**src/verilog/cpu_config.svh**
```systemverilog
`ifndef CPU_CONFIG_SVH
`define CPU_CONFIG_SVH

// accumulator and data memory byte width
`define DATA_W 8
// program and data memory address width, also the info field width
`define ADDR_W 10
// opcode field in the upper instruction bits
`define OPC_W 6
`define INSTR_W 16
// signed relative branch offset
`define OFFS_W 6
// memory depths follow the 10-bit address field
`define PROG_DEPTH 1024
`define DATA_DEPTH 1024

`endif

```
**src/verilog/accumAB.sv**
```systemverilog
`timescale 1ns/1ns
`default_nettype none
`include "cpu_config.svh"

module accumAB (
	input  wire                clk,
	input  wire                rstN,
	input  wire                wrA,
	input  wire                wrB,
	input  wire [`DATA_W-1:0]  wrData,
	input  wire                carryWe,
	input  wire                carryIn,
	output logic [`DATA_W-1:0] acumA,
	output logic [`DATA_W-1:0] acumB,
	output logic               carry
);

	logic [`DATA_W-1:0] acumAReg;
	logic [`DATA_W-1:0] acumBReg;

	always_ff @(posedge clk) begin
		if (!rstN) begin
			acumAReg <= '0;
			acumBReg <= '0;
			carry <= 1'b0;
		end else begin
			if (wrA) begin
				acumAReg <= wrData;
			end
			if (wrB) begin
				acumBReg <= wrData;
			end
			if (carryWe) begin
				carry <= carryIn;
			end
		end
	end

	// write-through so decode sees the result of execute
	assign acumA = wrA ? wrData : acumAReg;
	assign acumB = wrB ? wrData : acumBReg;

endmodule

`default_nettype wire

```
**config.mk**
```make
export PLATFORM = sky130hd
export DESIGN_NAME = accumAB
export DESIGN_NICKNAME = d
export VERILOG_FILES = /design/src/verilog/accumAB.sv
export VERILOG_INCLUDE_DIRS = /design/src /design/src/verilog
export SDC_FILE = /design/constraint.sdc
export NUM_CORES = 1
export LEC_CHECK = 0
export BUFFER_PORTS_ARGS = -buffer_cell sky130_fd_sc_hd__buf_4
export CAP_MARGIN = 20
export CORE_ASPECT_RATIO = 0.8
export CORE_MARGIN = 5
export CORE_UTILIZATION = 40
export CTS_BUF_LIST = sky130_fd_sc_hd__clkbuf_4 sky130_fd_sc_hd__clkbuf_8 sky130_fd_sc_hd__clkbuf_16
export CTS_CLUSTER_DIAMETER = 60
export DETAILED_ROUTE_END_ITERATION = 8
export PLACE_DENSITY = 0.76
export SLEW_MARGIN = 20
export SYNTH_ARGS = -nofsm -noshare
export SYNTH_HDL_FRONTEND = slang
export SYNTH_SLANG_ARGS = --single-unit
```
**constraint.sdc**
```tcl
create_clock -name clk -period 0.8 [get_ports clk]
set_input_delay 0 -clock clk [delete_from_list [all_inputs] [get_ports clk]]
set_output_delay 0 -clock clk [all_outputs]
set_load 0.01 [all_outputs]
```
### Word-level counts from Yosys, hierarchy flattened

Cells that the tools add are included.

| word-level totals | value |
|---|---|
| latch bits | 0 |
| memory bits (writable) | 0 |
| bits in read-only memories | 0 |
| memories kept | 0 |
| input bits | 14 |
| word-level logic and storage cells | 5 |
| register bits after elaboration | 17 |
| output and inout port bits | 17 |

| cells by class | value |
|---|---|
| shift operators | 0 |
| $add $sub $neg | 0 |
| bitwise gates (word level) | 0 |
| reductions and logical operators | 0 |
| $mul | 0 |
| equal/unequal tests | 0 |
| divide/modulo/power cells | 0 |
| magnitude comparators | 0 |
| multiplexer cells | 2 |

Operators with widths:

| kind | count |
|---|---|
| $mux W8 | 2 |

### Depth between registers and ports, before layout

Gate-level depths: netlist of run 1.

| logic depth | value |
|---|---|
| depth in word-level cells | 1 |
| gate-level depth with buffers | 3 |
| depth with buffers taken out | 2 |

### Least setup slack after synthesis of run 1

No wires, ideal clock.

| timing | value |
|---|---|
| path type | register -> register |
| start point | register acumAReg[5] (netlist name) |
| end point | register acumAReg[5] |
| setup slack | -19 ps |
| stages on the path, launching flop included | 3 |
| path buffers | 0 |
| data arrival time | 706 ps |
| required time | 687 ps |
| period minus slack after synthesis | 819 ps |
| cell sequence | dfxtp_1 mux2_4 and2_4 |

RTL lines:

| what | line | source |
|---|---|---|
| to (signal assigned) | accumAB.sv:28 | `acumAReg <= wrData;` |
| to (decl) | accumAB.sv:18 | `` logic [`DATA_W-1:0] acumAReg; `` |

### Worst setup path after layout of run 1

| timing | value |
|---|---|
| start point | register acumBReg[0] |
| end point | output port acumB[0] |

| between the ends | value |
|---|---|
| cells in the longest elaborated chain, start to end | 1 |

RTL lines:

| what | line | source |
|---|---|---|
| from (decl) | accumAB.sv:19 | `` logic [`DATA_W-1:0] acumBReg; `` |
| from (signal assigned) | accumAB.sv:31 | `acumBReg <= wrData;` |
| $mux W8 | -- |  |
| to (decl) | accumAB.sv:14 | `` output logic [`DATA_W-1:0] acumB, `` |

No other way between the ends.

==> impl_metrics.tcl, run 1 <==
set metrics [dict create \
    critical-path-slowest-cell "sky130_fd_sc_hd__dfxtp_2" \
    slew_headroom 0.883 \
    dp_hpwl_um 998 \
    dp_slack_ns -0.000366 \
    drive_gt1_frac 0.767 \
    synthDominantAreaCellType "sky130_fd_sc_hd__dfxtp_1" \
    timing.final.crit_period_ns 0.995 \
    power.share.sequential 0.482 \
    ir_drop_mv 1.00 \
    syn-instance-count 54 \
    min_path_type "in -> reg" \
    global_route.usage.total 0.114 \
    aggregate_global_routing_overflow 0 \
    grt_start_max_net_pins 18 \
    num_rows 13 \
    cts_buffers 3 \
    combPwrFrac 0.269 \
    totalWireLength_mm 1.57 \
    ys.warnings.count 0 \
    regToRegSetupSlack_ns -0.15 \
    power.static_leakage_uw 0.000556 \
    cells_along_the_critical_path "mux2_4, buf_6" \
    synth.ff_latch_count 17 \
    holdWs_ns 0.0822 \
    most-common-layout-cells "sky130_fd_sc_hd__buf_6 (17), sky130_fd_sc_hd__mux2_4 (16), sky130_fd_sc_hd__buf_4 (16)" \
    cellInternalPower_uw 1460 \
    cpPeakStageDelay_ns 0.32 \
    worst_r2r_endpoint "acumBReg[0]$_SDFF_PN0_" \
    final.period_utilization 1.24 \
    wl_met3_um 71 \
    clock-sinks 17 \
    synth.top_cells.by_area "sky130_fd_sc_hd__dfxtp_1 (47%), sky130_fd_sc_hd__mux2_4 (33%), sky130_fd_sc_hd__and2_1 (13%)" \
    clock_power_share 0.249 \
    hold_violations 0 \
    switching_share 0.227 \
    max_slew.worst_pin.slew_ns 0.176 \
    power.switching_uw 427 \
    ctsRootBufferMaster "sky130_fd_sc_hd__clkbuf_4" \
    critical_path_startpoint_category "flip-flop" \
    critical_path_class "reg -> out" \
    setup_viol 32 \
    violations_in_the_final_reports "negative setup slack" \
    post-synth-top-area-fraction 0.469 \
    clock.fmax_mhz 1000 \
    finalWorstSetupSlack_ns -0.195 \
    status "finished with violations" \
    skew_ns 0 \
    synth.avg_cell_area_um2 13.4 \
    synth_seq_area_share 0.469 \
    cts-root-to-sink-buffers 2 \
    numPortBuffers 30 \
    crit_path_end_kind "primary output" \
    initialDrtViolationCount 5 \
    met1Wirelength_um 662 \
    cts_htree_levels 1 \
    dr.pass1.iters 4 \
    crit_fanout 2 \
    drt_drc_violations_left 0 \
    clkLatencyLatePin_ns 0.28 \
    final-max-slew-violation-count 0 \
    holdCritStartpoint "wrData[2]" \
    num-fill-cells 129 \
    worstPathArrival_ns 1.00 \
    die_w_um 57.6 \
    placeableCoreArea_mm2 0.00168 \
    starting_density_of_the_core 0.433 \
    area_delta_synth_final_pct 54.8 \
    synth.net_count 68 \
    final_util 0.671 \
    final_common_cell "sky130_fd_sc_hd__buf_6" \
    antenna_cells_inserted 0 \
    hold_depth 3 \
    highest-signal-layer "met4" \
    die_height_um 48.1 \
    rsz_0062_raised_after_global_routing "yes" \
    place.gp.congestion 0.660 \
    data_required_time_at_the_worst_endpoint_ns 0.80 \
    post_synth_instance_area_um2 726 \
    ioPinCount 31 \
    design.final.nets 105 \
    power_density_mw_per_mm2 1680 \
    max_cap_viol_count 0 \
    detail-route-antenna-nets 0 \
    viasPerCell 4.49 \
    grt_pass1_vias 467 \
    number_of_distinct_library_cells_after_synthesis 8 \
    cts_tree "yes" \
    min_delay_worst_endpoint "acumAReg[2]$_SDFF_PN0_" \
    met2_wirelength_um 817 \
    timing.rr.start "acumBReg[0]$_SDFF_PN0_" \
    grt_pass1_wl_mm 2.27 \
    route.detailed.wl_per_inst_um 14.0 \
    num_vias 503 \
    antenna_found_initial 0 \
    clkSlewWorstSetupHoldPaths_ns 0.09 \
    dieArea_mm2 0.00277 \
    timing.reg2reg.worst_path_depth 3 \
]
==> layout make-up <==
type / instances / area (µm²) / share of cell area
clock buffer: 4 / 30.0 / 0.0267
multi-input combinational: 34 / 392 / 0.349
sequential: 17 / 343 / 0.305
tap: 22 / 27.5 / 0.0245
timing repair buffer: 35 / 332 / 0.295
==> worst max-delay path, delay by kind of cell (launching register included) <==
kind / cells / cell delay (ns)
buffers and inverters: 1 / 0.12
multiplexers: 1 / 0.27
flip-flops: 1 / 0.32
==> metal layers <==
| layer | global-route usage | vias up |
|---|---|---|
| met5 | 0 | - |
| met4 | 0.0694 | 0 |
| met2 | 0.203 | 14 |
| met3 | 0.0238 | 2 |
| li1 | - | 248 |
| met1 | 0.131 | 239 |
==> per-stage QoR <==
step	area, µm²	setup TNS, ns	total power [µW]	instances
floorplan	726	-0.000121	1150	54
finish	1120	-3.35	1890	112
global placement	952	0	1320	103
global route	1120	-4.23	1980	112
CTS	1070	-3.24	1870	109
detailed placement	952	-0.000366	1320	103
==> kinds of logic after synthesis <==
family                 count (synthesis)  share of synthesized area
buffers and inverters                  3                     0.0362
flip-flops                            17                      0.469
multiplexers                          17                      0.345
AND/OR/NAND/NOR                       17                      0.150
==> sequential cells by signal (all words and copies together) (netlist names) <==
name and count:
acumBReg 8, acumAReg 8, carry 1
==> power by group through the flow <==
stage / registers [µW] / logic, µW / clock network, µW
after global routing: 914 / 537 / 531
after CTS: 909 / 465 / 497
after floorplan: 927 / 224 / 0
after detailed placement: 929 / 392 / 0
final: 910 / 507 / 469
after global placement: 927 / 390 / 0
==> how the worst max path moves through the flow <==
stage                                       from                endpoint  slack (ns)  cells past startpoint
after floorplan           acumAReg[5]$_SDFF_PN0_  acumAReg[5]$_SDFF_PN0_     -0.0001                      2
after global placement    acumAReg[2]$_SDFF_PN0_  acumAReg[2]$_SDFF_PN0_        0.01                      2
after detailed placement  acumBReg[0]$_SDFF_PN0_  acumBReg[0]$_SDFF_PN0_     -0.0004                      2
after CTS                 acumBReg[0]$_SDFF_PN0_                acumB[0]       -0.21                      2
after global routing      acumBReg[0]$_SDFF_PN0_                acumB[0]       -0.23                      2
final                     acumBReg[0]$_SDFF_PN0_                acumB[0]       -0.20                      2
==> synth_stat cells (all sizes together) <==
master and instances:
mux2i 1, dfxtp 17, nor2b 1, buf 2
clkbuf 1, and2 16, mux2 16
==> what timing repair did <==
action,in CTS,in global routing
pin swaps,0,0
endpoints found under the setup margin,31,32
resized for setup,21,11
hold buffers,2,0
hold endpoints to repair,1,0
buffers inserted,0,3
(Power assumes the default switching activity.)
==> inputs of run 2 (changes only) <==
--- a/config.mk
+++ b/config.mk
@@ -14,6 +14,7 @@
 export CTS_BUF_LIST = sky130_fd_sc_hd__clkbuf_4 sky130_fd_sc_hd__clkbuf_8 sky130_fd_sc_hd__clkbuf_16
 export CTS_CLUSTER_DIAMETER = 60
 export DETAILED_ROUTE_END_ITERATION = 8
+export MAX_ROUTING_LAYER = met4
 export PLACE_DENSITY = 0.76
 export SLEW_MARGIN = 20
 export SYNTH_ARGS = -nofsm -noshare
==> run 2 against run 1 <==
The flow still finishes with violations (negative setup slack). Sequential share of layout area stayed put. Core utilization stayed put. Maximum frequency hardly changed. Total power hardly changed. Critical endpoint unchanged. Largest power group unchanged.
==> impl_metrics.tcl, run 2 (synthesis results as in run 1) <==
set metrics [dict create \
    die_height_um 48.1 \
    final-max-slew-violation-count 0 \
    route.detailed.wl_per_inst_um 14.0 \
    final_common_cell "sky130_fd_sc_hd__buf_6" \
    place.gp.congestion 0.666 \
    ctsRootBufferMaster "sky130_fd_sc_hd__clkbuf_4" \
    dr.pass1.iters 3 \
    num_vias 503 \
    power.static_leakage_uw 0.000556 \
    data_required_time_at_the_worst_endpoint_ns 0.80 \
    worst_r2r_endpoint "acumBReg[0]$_SDFF_PN0_" \
    antenna_found_initial 0 \
    detail-route-antenna-nets 0 \
    drive_gt1_frac 0.767 \
    status "finished with violations" \
    critical_path_class "reg -> out" \
    aggregate_global_routing_overflow 0 \
    hold_depth 3 \
    clkLatencyLatePin_ns 0.28 \
    regToRegSetupSlack_ns -0.15 \
    cts_tree "yes" \
    critical_path_startpoint_category "flip-flop" \
    skew_ns 0 \
    grt_pass1_vias 469 \
    die_w_um 57.6 \
    grt_pass1_wl_mm 2.27 \
    max_slew.worst_pin.slew_ns 0.175 \
    grt_start_max_net_pins 18 \
    drt_drc_violations_left 0 \
    crit_fanout 2 \
    cts-root-to-sink-buffers 2 \
    violations_in_the_final_reports "negative setup slack" \
    setup_viol 32 \
    area_delta_synth_final_pct 54.8 \
    crit_path_end_kind "primary output" \
    clock-sinks 17 \
    power_density_mw_per_mm2 1680 \
    global_route.usage.total 0.118 \
    final_design_area_no_fill_mm2 0.00112 \
    timing.reg2reg.worst_path_depth 3 \
    placeableCoreArea_mm2 0.00168 \
    timing.rr.start "acumBReg[0]$_SDFF_PN0_" \
    largestRegisters "acumAReg x8, acumBReg x8, carry x1" \
    postPlaceCellArea_um2 952 \
    cts_buffers 3 \
    cts_htree_levels 1 \
    timing.final.crit_period_ns 0.996 \
    ir_drop_mv 1.00 \
    starting_density_of_the_core 0.433 \
    dp.cells 103 \
    most-common-layout-cells "sky130_fd_sc_hd__buf_6 (17), sky130_fd_sc_hd__mux2_4 (16), sky130_fd_sc_hd__buf_4 (16)" \
    clock.fmax_mhz 1000 \
    final.period_utilization 1.24 \
    clkSlewWorstSetupHoldPaths_ns 0.09 \
    dp_hpwl_um 998 \
    initialDrtViolationCount 6 \
    worstPathArrival_ns 1.00 \
    min_delay_worst_endpoint "acumBReg[4]$_SDFF_PN0_" \
    hold_violations 0 \
    totalWireLength_mm 1.57 \
    dp_slack_ns -0.000366 \
    max_cap_viol_count 0 \
    design.final.nets 105 \
    holdCritStartpoint "wrData[4]" \
    rsz_0062_raised_after_global_routing "yes" \
    min_path_type "in -> reg" \
    viasPerCell 4.49 \
    slew_headroom 0.883 \
    num_rows 13 \
    ioPinCount 31 \
    dieArea_mm2 0.00277 \
    antenna_cells_inserted 0 \
    numPortBuffers 30 \
    finalWorstSetupSlack_ns -0.196 \
    layoutNonFillerInstCount 112 \
]
run 2: cell counts in the layout (fill, tap and decap cells not counted):
No cell type changed its count.
run 2: final cells by class:
class | count | area (µm²)
fillers | 129 | 552
multi-input cells | 34 | 392
clock buffers | 4 | 30.0
flip-flops and latches | 17 | 343
well taps | 22 | 27.5
repair buffers | 35 | 332
run 2: layer usage:
metal	GRT usage	vias up	routed length [µm]
met5	-	-	0
li1	-	248	-
met3	0.0238	2	72
met1	0.131	239	653
met4	0.0694	0	19
met2	0.203	14	820
run 2: worst max-delay path: stages, from the launching register on:
cell	delay, ns
sky130_fd_sc_hd__dfxtp_2	0.32
sky130_fd_sc_hd__mux2_4	0.27
sky130_fd_sc_hd__buf_6	0.12
run 2: power by group:
group | internal, µW | switching (µW) | leakage (µW)
Clock | 227 | 243 | 0.0000184
Combinational | 335 | 173 | 0.000396
Sequential | 897 | 12.6 | 0.000141
run 2: worst max-delay path by stage:
stage,startpoint,to,cells past startpoint
floorplan,acumAReg[5]$_SDFF_PN0_,acumAReg[5]$_SDFF_PN0_,2
global placement,acumAReg[2]$_SDFF_PN0_,acumAReg[2]$_SDFF_PN0_,2
detailed placement,acumBReg[0]$_SDFF_PN0_,acumBReg[0]$_SDFF_PN0_,2
CTS,acumBReg[0]$_SDFF_PN0_,acumB[0],2
global route,acumBReg[0]$_SDFF_PN0_,acumB[0],2
finish,acumBReg[0]$_SDFF_PN0_,acumB[0],2
run 2: through the flow:
step           hold WS (ns)   util  setup TNS [ns]  power, µW
2_1_floorplan         0.127      -       -0.000121       1150
4_1_cts              0.0551  0.641           -3.24       1870
3_5_place_dp          0.275  0.568       -0.000366       1320
3_3_place_gp          0.262  0.568               0       1320
5_1_grt              0.0756  0.671           -4.23       1980
6_report             0.0821  0.671           -3.35       1890
run 2: timing repair:
action,in CTS,in global routing
buffers inserted,0,3
hold buffers,2,0
resized for setup,21,11
endpoints found under the setup margin,31,32
hold endpoints to repair,1,0
