--- config.mk ---
export PLATFORM = sky130hd
export DESIGN_NAME = decoder_flat
export DESIGN_NICKNAME = d
export VERILOG_FILES = /design/src/verilog/cpuPkg.sv /design/src/verilog/idExIf.sv /design/src/verilog/decoder.sv /design/src/flat_wrapper.sv
export VERILOG_INCLUDE_DIRS = /design/src /design/src/verilog
export SDC_FILE = /design/constraint.sdc
export NUM_CORES = 1
export LEC_CHECK = 0
export ABC_AREA = 1
export BUFFER_PORTS_ARGS = -buffer_cell sky130_fd_sc_hd__buf_2
export CAP_MARGIN = 30
export CORE_MARGIN = 2
export CORE_UTILIZATION = 40
export DETAILED_ROUTE_END_ITERATION = 8
export PLACE_DENSITY_LB_ADDON = 0.05
export SYNTH_ARGS = -nofsm -noshare
export SYNTH_HDL_FRONTEND = slang
export SYNTH_SLANG_ARGS = --single-unit
export TNS_END_PERCENT = 1
--- constraint.sdc ---
create_clock -name clk -period 1.85 [get_ports clk]
set_clock_uncertainty 0.2 [all_clocks]
set_input_delay 0.2775 -clock clk [delete_from_list [all_inputs] [get_ports clk]]
set_output_delay 0.2775 -clock clk [all_outputs]
set_load 0.02 [all_outputs]
--- src/verilog/cpu_config.svh ---
`ifndef CPU_CONFIG_SVH
`define CPU_CONFIG_SVH

// accumulator and data memory byte width
`define DATA_W 8
// program and data memory address width, also the info field width
`define ADDR_W 10
// opcode field in the upper instruction bits
`define OPC_W 6
`define INSTR_W 16
// signed relative branch offset
`define OFFS_W 6
// memory depths follow the 10-bit address field
`define PROG_DEPTH 1024
`define DATA_DEPTH 1024

`endif

--- src/verilog/cpuPkg.sv ---
`default_nettype none
`include "cpu_config.svh"

package cpuPkg;

	// instruction opcodes, upper bits of the instruction word
	typedef enum logic [`OPC_W-1:0] {
		NOP   = 6'd0,
		// memory and constant loads
		LDA   = 6'd1,  LDB   = 6'd2,  LDCA  = 6'd3,  LDCB  = 6'd4,
		// stores to absolute address
		STA   = 6'd5,  STB   = 6'd6,
		// register forms, both accumulators
		ADDA  = 6'd7,  ADDB  = 6'd8,  SUBA  = 6'd9,  SUBB  = 6'd10,
		ANDA  = 6'd11, ANDB  = 6'd12, ORA   = 6'd13, ORB   = 6'd14,
		// constant forms
		ADDCA = 6'd15, ADDCB = 6'd16, SUBCA = 6'd17, SUBCB = 6'd18,
		ANDCA = 6'd19, ANDCB = 6'd20, ORCA  = 6'd21, ORCB  = 6'd22,
		// shifts through carry, A only
		ASLA  = 6'd23, ASRA  = 6'd24,
		// absolute jump
		JMP   = 6'd25,
		// relative branches tested on A
		BAEQ  = 6'd26, BANE  = 6'd27, BACS  = 6'd28,
		BACC  = 6'd29, BAMI  = 6'd30, BAPL  = 6'd31,
		// relative branches tested on B
		BBEQ  = 6'd32, BBNE  = 6'd33, BBCS  = 6'd34,
		BBCC  = 6'd35, BBMI  = 6'd36, BBPL  = 6'd37
	} opcodeT;

	// what the execute stage writes into the accumulators
	typedef enum logic [2:0] {
		noLoad        = 3'd0,
		loadConstantA = 3'd1,
		loadResultA   = 3'd2,
		loadConstantB = 3'd3,
		loadResultB   = 3'd4
	} acumCtrlT;

	// bit 0 picks acum A over constant for operand 1
	// bit 1 picks acum B over constant for operand 2
	typedef enum logic [1:0] {
		selConstants   = 2'b00,
		selAcumAConstB = 2'b01,
		selConstAAcumB = 2'b10,
		selAcumAB      = 2'b11
	} operandSelT;

endpackage

`default_nettype wire

--- src/verilog/idExIf.sv ---
`timescale 1ns/1ns
`default_nettype none
`include "cpu_config.svh"

interface idExIf;

	// cleared by a taken branch or reset
	logic valid;
	// full opcode, store source select in execute
	cpuPkg::opcodeT opcode;
	// NOP for everything the alu does not touch
	cpuPkg::opcodeT aluOp;
	cpuPkg::operandSelT outSelMux;
	cpuPkg::acumCtrlT controlAcum;
	// store strobe
	logic memEnable;
	// result comes from data memory
	logic memLoad;
	logic [`DATA_W-1:0] constant;
	// forwarded accumulator values
	logic [`DATA_W-1:0] acumA;
	logic [`DATA_W-1:0] acumB;
	// branch target or data address
	logic [`ADDR_W-1:0] branchDir;
	logic isBranch;

	modport decode (
		output valid, opcode, aluOp, outSelMux, controlAcum, memEnable,
		output memLoad, constant, acumA, acumB, branchDir, isBranch
	);

	modport execute (
		input valid, opcode, aluOp, outSelMux, controlAcum, memEnable,
		input memLoad, constant, acumA, acumB, branchDir, isBranch
	);

endinterface

`default_nettype wire

--- src/verilog/decoder.sv ---
`timescale 1ns/1ns
`default_nettype none
`include "cpu_config.svh"

module decoder (
	input  wire                clk,
	input  wire                rstN,
	input  wire [`INSTR_W-1:0] instr,
	input  wire [`ADDR_W-1:0]  instrPc,
	input  wire                branchTaken,
	input  wire [`DATA_W-1:0]  acumA,
	input  wire [`DATA_W-1:0]  acumB,
	idExIf.decode              idEx
);

	cpuPkg::opcodeT decOp;
	cpuPkg::opcodeT decAluOp;
	cpuPkg::operandSelT decSel;
	cpuPkg::acumCtrlT decCtrl;
	logic decMemEnable;
	logic decMemLoad;
	logic decIsBranch;
	logic [`ADDR_W-1:0] info;
	logic [`OFFS_W-1:0] offset;
	logic [`ADDR_W-1:0] decBranchDir;

	// opcode on top, info field below
	assign decOp = cpuPkg::opcodeT'(instr[`INSTR_W-1 -: `OPC_W]);
	assign info = instr[`ADDR_W-1:0];
	assign offset = info[`OFFS_W-1:0];

	always_comb begin
		decAluOp = cpuPkg::NOP;
		decSel = cpuPkg::selConstants;
		decCtrl = cpuPkg::noLoad;
		decMemEnable = 1'b0;
		decMemLoad = 1'b0;
		decIsBranch = 1'b0;
		case (decOp)
			cpuPkg::LDA: begin
				decCtrl = cpuPkg::loadResultA;
				decMemLoad = 1'b1;
			end
			cpuPkg::LDB: begin
				decCtrl = cpuPkg::loadResultB;
				decMemLoad = 1'b1;
			end
			cpuPkg::LDCA: decCtrl = cpuPkg::loadConstantA;
			cpuPkg::LDCB: decCtrl = cpuPkg::loadConstantB;
			// store source picked in execute from the opcode
			cpuPkg::STA, cpuPkg::STB: begin
				decSel = cpuPkg::selAcumAB;
				decMemEnable = 1'b1;
			end
			// A <- A op B, shifts work on A
			cpuPkg::ADDA, cpuPkg::SUBA, cpuPkg::ANDA, cpuPkg::ORA,
			cpuPkg::ASLA, cpuPkg::ASRA: begin
				decAluOp = decOp;
				decSel = cpuPkg::selAcumAB;
				decCtrl = cpuPkg::loadResultA;
			end
			// B <- A op B
			cpuPkg::ADDB, cpuPkg::SUBB, cpuPkg::ANDB, cpuPkg::ORB: begin
				decAluOp = decOp;
				decSel = cpuPkg::selAcumAB;
				decCtrl = cpuPkg::loadResultB;
			end
			// A <- A op const
			cpuPkg::ADDCA, cpuPkg::SUBCA, cpuPkg::ANDCA, cpuPkg::ORCA: begin
				decAluOp = decOp;
				decSel = cpuPkg::selAcumAConstB;
				decCtrl = cpuPkg::loadResultA;
			end
			// B <- B op const, const rides on operand 1
			cpuPkg::ADDCB, cpuPkg::SUBCB, cpuPkg::ANDCB, cpuPkg::ORCB: begin
				decAluOp = decOp;
				decSel = cpuPkg::selConstAAcumB;
				decCtrl = cpuPkg::loadResultB;
			end
			cpuPkg::JMP: begin
				decAluOp = decOp;
				decIsBranch = 1'b1;
			end
			// conditions need both accumulators on the operands
			cpuPkg::BAEQ, cpuPkg::BANE, cpuPkg::BACS, cpuPkg::BACC,
			cpuPkg::BAMI, cpuPkg::BAPL, cpuPkg::BBEQ, cpuPkg::BBNE,
			cpuPkg::BBCS, cpuPkg::BBCC, cpuPkg::BBMI, cpuPkg::BBPL: begin
				decAluOp = decOp;
				decSel = cpuPkg::selAcumAB;
				decIsBranch = 1'b1;
			end
			default: ;
		endcase
	end

	// absolute field for jump and memory ops, else pc relative
	always_comb begin
		case (decOp)
			cpuPkg::JMP, cpuPkg::STA, cpuPkg::STB, cpuPkg::LDA, cpuPkg::LDB:
				decBranchDir = info;
			default:
				decBranchDir = instrPc + 1'b1 +
					{{(`ADDR_W-`OFFS_W){offset[`OFFS_W-1]}}, offset};
		endcase
	end

	// squash the word behind a taken branch
	always_ff @(posedge clk) begin
		if (!rstN) begin
			idEx.valid <= 1'b0;
		end else begin
			idEx.valid <= !branchTaken;
		end
	end

	// ID/EX payload
	always_ff @(posedge clk) begin
		idEx.opcode <= decOp;
		idEx.aluOp <= decAluOp;
		idEx.outSelMux <= decSel;
		idEx.controlAcum <= decCtrl;
		idEx.memEnable <= decMemEnable;
		idEx.memLoad <= decMemLoad;
		idEx.constant <= info[`DATA_W-1:0];
		idEx.acumA <= acumA;
		idEx.acumB <= acumB;
		idEx.branchDir <= decBranchDir;
		idEx.isBranch <= decIsBranch;
	end

endmodule

`default_nettype wire

--- src/flat_wrapper.sv ---
// flat-port wrapper written by rule: the top's interface ports become plain ports
module decoder_flat 
  (clk, rstN, instr, instrPc, branchTaken, acumA, acumB, idEx_valid, idEx_opcode, idEx_aluOp, idEx_outSelMux, idEx_controlAcum, idEx_memEnable, idEx_memLoad, idEx_constant, idEx_acumA, idEx_acumB, idEx_branchDir, idEx_isBranch);
  idExIf idEx_i ();
  input  wire clk;
  input  wire rstN;
  input  wire [`INSTR_W-1:0] instr;
  input  wire [`ADDR_W-1:0] instrPc;
  input  wire branchTaken;
  input  wire [`DATA_W-1:0] acumA;
  input  wire [`DATA_W-1:0] acumB;
  output wire logic [$bits(idEx_i.valid)-1:0] idEx_valid;
  output wire logic [$bits(idEx_i.opcode)-1:0] idEx_opcode;
  output wire logic [$bits(idEx_i.aluOp)-1:0] idEx_aluOp;
  output wire logic [$bits(idEx_i.outSelMux)-1:0] idEx_outSelMux;
  output wire logic [$bits(idEx_i.controlAcum)-1:0] idEx_controlAcum;
  output wire logic [$bits(idEx_i.memEnable)-1:0] idEx_memEnable;
  output wire logic [$bits(idEx_i.memLoad)-1:0] idEx_memLoad;
  output wire logic [$bits(idEx_i.constant)-1:0] idEx_constant;
  output wire logic [$bits(idEx_i.acumA)-1:0] idEx_acumA;
  output wire logic [$bits(idEx_i.acumB)-1:0] idEx_acumB;
  output wire logic [$bits(idEx_i.branchDir)-1:0] idEx_branchDir;
  output wire logic [$bits(idEx_i.isBranch)-1:0] idEx_isBranch;
  assign idEx_valid = idEx_i.valid;
  assign idEx_opcode = idEx_i.opcode;
  assign idEx_aluOp = idEx_i.aluOp;
  assign idEx_outSelMux = idEx_i.outSelMux;
  assign idEx_controlAcum = idEx_i.controlAcum;
  assign idEx_memEnable = idEx_i.memEnable;
  assign idEx_memLoad = idEx_i.memLoad;
  assign idEx_constant = idEx_i.constant;
  assign idEx_acumA = idEx_i.acumA;
  assign idEx_acumB = idEx_i.acumB;
  assign idEx_branchDir = idEx_i.branchDir;
  assign idEx_isBranch = idEx_i.isBranch;
  decoder u_core (.clk(clk), .rstN(rstN), .instr(instr), .instrPc(instrPc), .branchTaken(branchTaken), .acumA(acumA), .acumB(acumB), .idEx(idEx_i));
endmodule
# Word-level counts from Yosys, hierarchy flattened
# Cells that the tools add are included.
# op_classes
addsub,2
eq_ne,37
muxes,6
n_reduce_logical,11
# op_table
operator,count
$eq A6 B5 Y1 const B,16
$eq A6 B4 Y1 const B,8
$eq A6 B6 Y1 const B,6
$reduce_or A31 Y1,1
$eq A6 B3 Y1 const B,4
$reduce_or A24 Y1,1
$reduce_or A13 Y1,1
$eq A6 B2 Y1 const B,2
$pmux W3 S4,1
$reduce_or A11 Y1,1
$add A10 B1 Y10 const B,1
$add A10 B10 Y10,1
$mux W10,1
$reduce_or A9 Y1,1
$reduce_or A4 Y1,2
$eq A6 B1 Y1 const B,1
$pmux W2 S3,1
$reduce_or A5 Y1,1
$reduce_or A2 Y1,2
$mux W1,3
$logic_not A1 Y1,1
# word_totals
ff_bits,55
input_bits,45
out_inout_bits,55
elab_cells,68

# Depth between registers and ports, before layout
# Gate-level depths: netlist of run 1.
# logic_depth
depth_word,3
mapped_depth,11

# Worst setup path after synthesis of run 1
# OpenSTA, ideal clock, no wires.
# synth_timing
kind,input port to flip-flop
startpoint,input instr[0]
endpoint,register u_core.idEx.branchDir[6]
t_arrival_ps,1375
t_required_ps,1538
path_slack_ps,162
cell_stages,11
n_path_buf,0
cell_sequence,inv_1 ha_1 inv_1 fa_1 nand2_1 nand2_1 nand3b_1 nand2_1 xor2_1 nand2_1 nand2_1
# synth_via
elab_chain_len,2
# synth_lines
element,line,rtl
"start, declared",flat_wrapper.sv:7,input wire [`INSTR_W-1:0] instr;
$add A10 B10 Y10,decoder.sv:102,decBranchDir = instrPc + 1'b1 +
$mux W10,decoder.sv:98,case (decOp)
named net u_core.decBranchDir[6],decoder.sv:25,logic [`ADDR_W-1:0] decBranchDir;
"end signal, assigned",decoder.sv:127,idEx.branchDir <= decBranchDir;
"end, declared",idExIf.sv:29,"output memLoad, constant, acumA, acumB, branchDir, isBranch"
# The timed path passes the listed nets, and every way through them passes these cells.
# A chain may end at the register's enable or synchronous reset.

# Final worst setup path of run 1
# layout_timing
startpoint,input instr[12]
endpoint,register u_core.idEx.branchDir[7]
# layout_via
elab_chain_len,3
elab_cells_between_ends,7
classes_between,eq/ne (5); mux (1); reduce/logical (1)
# layout_lines
element,line
"$eq A6 B5 Y1, or another cell as far along",decoder.sv:98
$reduce_or A5 Y1 (*),decoder.sv:98
$mux W10 (*),decoder.sv:98
named net u_core.decBranchDir[7],decoder.sv:25
# Mark *: on every way through the listed nets, which the timed path passes. The rest lies on a longest branch.

==> reports/results.tsv, run 1 <==
metric	value	unit
syn-cell-area	0.00207	mm²
numCtsBuffers	5	
areaGrowthSynthToFinish	51.4	%
dr.pass1.iters	4	
ys.flop_type	dfxtp_1	
timing.final.max_slew_violations	0	
ys_seq_area_share	53.1	%
hp-class	in -> reg	
power	2720	µW
grt_pass1_wl	8180	µm
path_class	in -> reg	
ir_drop	433	µV
rsz0062_at_grt	no	
finalCritPeriodShare	95.1	%
crit_arrival	1.77	ns
power_density	868	mW/mm²
grt_antenna_before_repair	0	
initial_core_util	41.1	%
die_x	76.0	µm
grt_pass1_vias	1908	
yosysUniqueCellTypes	24	
outcome	finished clean	
synth_compound_area_share	3.92	%
finalSetupTns	0	ns
wl_per_cell	10.5	µm
muxShareOfSynthArea	0	%
avgSynthCellArea	8.57	µm²
worstHoldPathCells	3	
yosys.area_share.simple	28.5	%
root_buffer	clkbuf_8	
p_leak	0.00168	µW
grt_usage	17.5	%
synth_top_family_by_area	simple AND/OR/NAND/NOR gates	
synthCells	242	
cts.sinks	55	
viasPerCell	4.28	
register_area	0.00110	mm²
relSlewSlack	80.0	%
antenna_left	0	
startpoint_type	input port	
vias	1953	
gp_congestion	0.824	
cp_max_fo	6	
io_pins	100	
nets	440	
wl	4770	µm
clk_pin_slew	0.10	ns
synthAdderAreaFrac	6.40	%
multi_input_area	863	µm²
synth_top_cell_by_area	dfxtp_1	
hold_viol_final	0	
grt-ovfl-total	0	
core_area	0.00504	mm²
mostFrequentLayoutCell	buf_2	
period_needed	1.76	ns
tightestPinTransition	0.300	ns
final_cell_mix	99 x buf_2, 70 x nand2_1, 55 x dfxtp_1, 35 x dlygate4sd3_1, 22 x nor2_1	
drc	0	
dieArea	0.00578	mm²
ys.warnings.count	0	
cap_violations	0	
cts_tree	yes	
port_buffers	99	
cts.path.max_buffers	2	
dp_hpwl	3500	µm
dr.first_iter.drc_count	67	
synth_top_area_share	53.1	%
setup_viol	0	
post-place-ws	-0.000291	ns
synth_area_leaders	dfxtp_1 53%, nand2_1 13%, ha_1 5.4%	
fmax	0.568	GHz
drive_gt1_share	35.8	%
setup_slack	0.0901	ns
timing.hold.ws	0.0227	ns
end_kind	flop	
required	1.86	ns
die_h	76.0	µm
fillCellCount	465	
htree_num_levels	2	
synth_nets	297	
grt_max_degree	19	
synth_edf_count	0	
diodes	0	
ys_seq_elements	55	
synth_async_sr_flop_share	0	%
rows	26	
synth_xor_area_share	2.11	%
[cells by family (layout without fill, tap and decap cells)]
kind of cell,count (synthesis),count (layout)
AND/OR/NAND/NOR,134,134
flip-flops,55,55
XOR/XNOR,5,5
AO/OA/AOI/OAI,12,12
buffers and inverters,26,170
adder cells (fa/ha/maj),10,10
[path summary, 6_finish.rpt]
check                  from                               end  slack [ns]
setup / recovery  instr[12]  u_core.idEx.branchDir[7]$_DFF_P_        0.09
hold / removal     instr[3]  u_core.idEx.branchDir[3]$_DFF_P_        0.02
[layer usage]
metal / vias to the layer above / global-route usage [%] / share of wire, %
met3: 8 / 3.44 / 4.3
met5: - / 0 / 0
met2: 47 / 34.6 / 54
li1: 1042 / - / -
met1: 856 / 17.1 / 40
met4: 0 / 8.73 / 1.7
[sequential cells by signal, indices dropped and copies added, names as in the netlist]
name                     flops
u_core.idEx.branchDir       10
u_core.idEx.acumA            8
u_core.idEx.acumB            8
u_core.idEx.constant         8
u_core.idEx.aluOp            6
u_core.idEx.opcode           6
u_core.idEx.controlAcum      3
u_core.idEx.outSelMux        2
u_core.idEx.isBranch         1
u_core.idEx.memEnable        1
u_core.idEx.memLoad          1
u_core.idEx.valid            1
[cell usage after synthesis, types with 4 or more instances]
cell type and number:
nor2_1 24, nand2_1 70, inv_2 4, inv_1 19
nor2_2 4, ha_1 9, nand3_1 18, dfxtp_1 55
nand2_2 8, o21ai_2 5, a21oi_1 6
[where the power goes]
group          internal [µW]  switching (µW)
clock                    410             382
combinational            259             366
sequential              1290            20.2
total                   1960             768
[timing repair]
item / in CTS / in global routing
hold endpoints to repair: 35 / 0
setup buffers: 0 / 1
hold buffers: 35 / 0
resized for setup: 0 / 5
setup endpoints to repair: 0 / 15
[through the flow]
| step | util, % | cells | area (µm²) |
|---|---|---|---|
| finish | 62.3 | 456 | 3140 |
| global route | 62.3 | 456 | 3140 |
| CTS | 61.8 | 455 | 3110 |
| detailed placement | 52.5 | 412 | 2650 |
| global placement | 52.5 | 412 | 2650 |
| floorplan | - | 242 | 2070 |
[critical path: stages]
cell and delay [ns]:
dlygate4sd3_1 0.53, buf_2 0.18, nor2_2 0.20, nand3_1 0.14, nand2_2 0.11, nor2_4 0.06, buf_4 0.15, nand3_1 0.08
nand2_1 0.05
[cell type report]
class / count / area share [%]
multi-input combinational: 161 / 27.5
clock buffer: 5 / 2.19
inverter: 24 / 3.03
sequential: 55 / 35.1
tap: 70 / 2.79
clock inverter: 3 / 1.51
timing repair buffer: 138 / 27.9
No activity file was read; power rests on OpenSTA's default activity.
==> run 2: changes to the inputs <==
CTS_CLUSTER_DIAMETER = 150   (was default)
MAX_ROUTING_LAYER = met4   (was default)
PLACE_DENSITY_LB_ADDON = 0.15   (was 0.05)
==> run 2 against run 1 <==
Effect of this change:
- critical path depth up 3
- design area down 1.9%
- clock power down 18%
- power down 5.4%
- clock-buffer cell count unchanged
- via count up 1.6%
- fmax up 14%
- core utilization down 1.2 points
- critical path type unchanged
==> reports/results.tsv, run 2 (synthesis gave the netlist of run 1 again) <==
metric	value	unit	change
outcome	finished clean		
cts.sinks	55		unchanged
timing.final.max_slew_violations	0		unchanged
numCtsBuffers	5		unchanged
largest_reg_flops	10		unchanged
clk_pin_slew	0.09	ns	about the same
core_area	0.00504	mm²	unchanged
root_buffer	clkbuf_8		
final_cell_mix	99 x buf_2, 70 x nand2_1, 55 x dfxtp_1, 33 x dlygate4sd3_1, 24 x nor2_1		
rsz0062_at_grt	no		
port_buffers	99		unchanged
fmax	0.650	GHz	+14%
design_area	0.00308	mm²	-1.9%
busiest_layer	met2		
initial_core_util	41.1	%	unchanged
io_pins	100		unchanged
cts.path.max_buffers	2		unchanged
cts-resized-gates	0		unchanged
cp_max_fo	3		-3
power_density	837	mW/mm²	-3.6%
end_kind	flop		
grt.met3_usage	3.55	%	+0.12 points
setup_viol	0		unchanged
dr.first_iter.drc_count	92		+37%
nets	438		-0.45%
areaGrowthSynthToFinish	48.5	%	
required	1.86	ns	about the same
grt_pass1_wl	7900	µm	-3.5%
dr.pass1.iters	4		unchanged
instances_no_fill	454		-0.44%
ir_drop	374	µV	-14%
grt_max_degree	19		unchanged
grt_usage	17.2	%	-0.26 points
grt_antenna_before_repair	0		unchanged
tightestPinTransition	0.331	ns	+0.0314 ns
viasPerCell	4.37		+2.1%
vias	1985		+1.6%
hold_viol_final	0		unchanged
drive_gt1_share	35.4	%	-0.33 points
dp_hpwl	3500	µm	+0.17%
wl	4720	µm	-1.0%
utilization	61.1	%	-1.2 points
diodes	0		unchanged
dp_cells	413		+0.24%
cap_violations	0		unchanged
period_needed	1.54	ns	-0.221 ns
gp_congestion	0.879		+6.8%
finalCritPeriodShare	83.2	%	-12 points
antenna_left	0		unchanged
met2_usage	30.9	%	-3.7 points
dieArea	0.00578	mm²	unchanged
p_leak	0.00166	µW	-1.5%
finalSetupTns	0	ns	unchanged
hp-class	in -> reg		
crit_arrival	1.55	ns	-0.22 ns
relSlewSlack	77.8	%	-2.2 points
htree_num_levels	2		unchanged
startpoint_type	input port		
mostFrequentLayoutCell	buf_2		
post_dp_cell_area	0.00266	mm²	+0.28%
grt-ovfl-total	0		unchanged
path_class	in -> reg		
grt_use_met1	18.4	%	+1.2 points
rows	26		unchanged
drc	0		unchanged
grt_pass1_vias	1834		-3.9%
die_h	76.0	µm	unchanged
wl_per_cell	10.4	µm	-0.61%
cts_tree	yes		
power	2580	µW	-5.4%
die_x	76.0	µm	unchanged
postCtsSetupBuffers	0		unchanged
largest-register	u_core.idEx.branchDir		
## run 2: changes by cell type in the layout (fill, tap and decap cells not counted), sizes merged
cell,change
clkinvlp,+1
bufinv,-1
clkinv,+1
inv,-1
dlygate4sd3,-2
## run 2: final cells by class
type / count / area [µm²]
clock buffers: 5 / 68.8
clock inverters: 3 / 25.0
fillers: 473 / 1960
inverters: 24 / 92.6
multi-input cells: 161 / 848
flip-flops and latches: 55 / 1100
well taps: 70 / 87.6
repair buffers: 136 / 856
## run 2: repair_timing
action / 4_1_cts / 5_1_grt
endpoints found under the setup margin: 0 / 0
hold endpoints to repair: 34 / 0
hold buffers: 33 / 0
## run 2: power by group
part           internal, µW  total, µW  leakage (µW)  switching, µW
sequential             1290       1310      0.000462           21.9
clock                   271        648     0.0000443            377
combinational           254        620       0.00115            365
## run 2: final timing paths
path / from / to / slack [ns] / cells after the start
min: instr[4] / u_core.idEx.branchDir[4]$_DFF_P_ / 0.01 / 3
max: instr[0] / u_core.idEx.branchDir[6]$_DFF_P_ / 0.31 / 12
## run 2: per-layer routing
metal | part of all wire (%) | vias up | wire, µm
met3 | 5.0 | 11 | 237
li1 | - | 1041 | -
met5 | 0 | - | 0
met1 | 41 | 867 | 1950
met4 | 2.5 | 0 | 120
met2 | 51 | 66 | 2410
## run 2: critical path: stages
cell and delay [ns]:
buf_2 0.10, inv_1 0.04, ha_1 0.13, inv_1 0.06, fa_1 0.37, nand2_1 0.07
nand2_1 0.08, nand3b_1 0.09, nand2_1 0.06, xor2_1 0.14, nand2_1 0.06, nand2_1 0.04
## run 2: per-stage QoR
step / hold slack [ns] / setup slack (ns)
after floorplan: 0.105 / 0.162
after global placement: 0.179 / -0.00417
after detailed placement: 0.181 / -0.0387
after CTS: 0.00105 / 0.312
after global routing: 0.00483 / 0.184
final: 0.0134 / 0.311
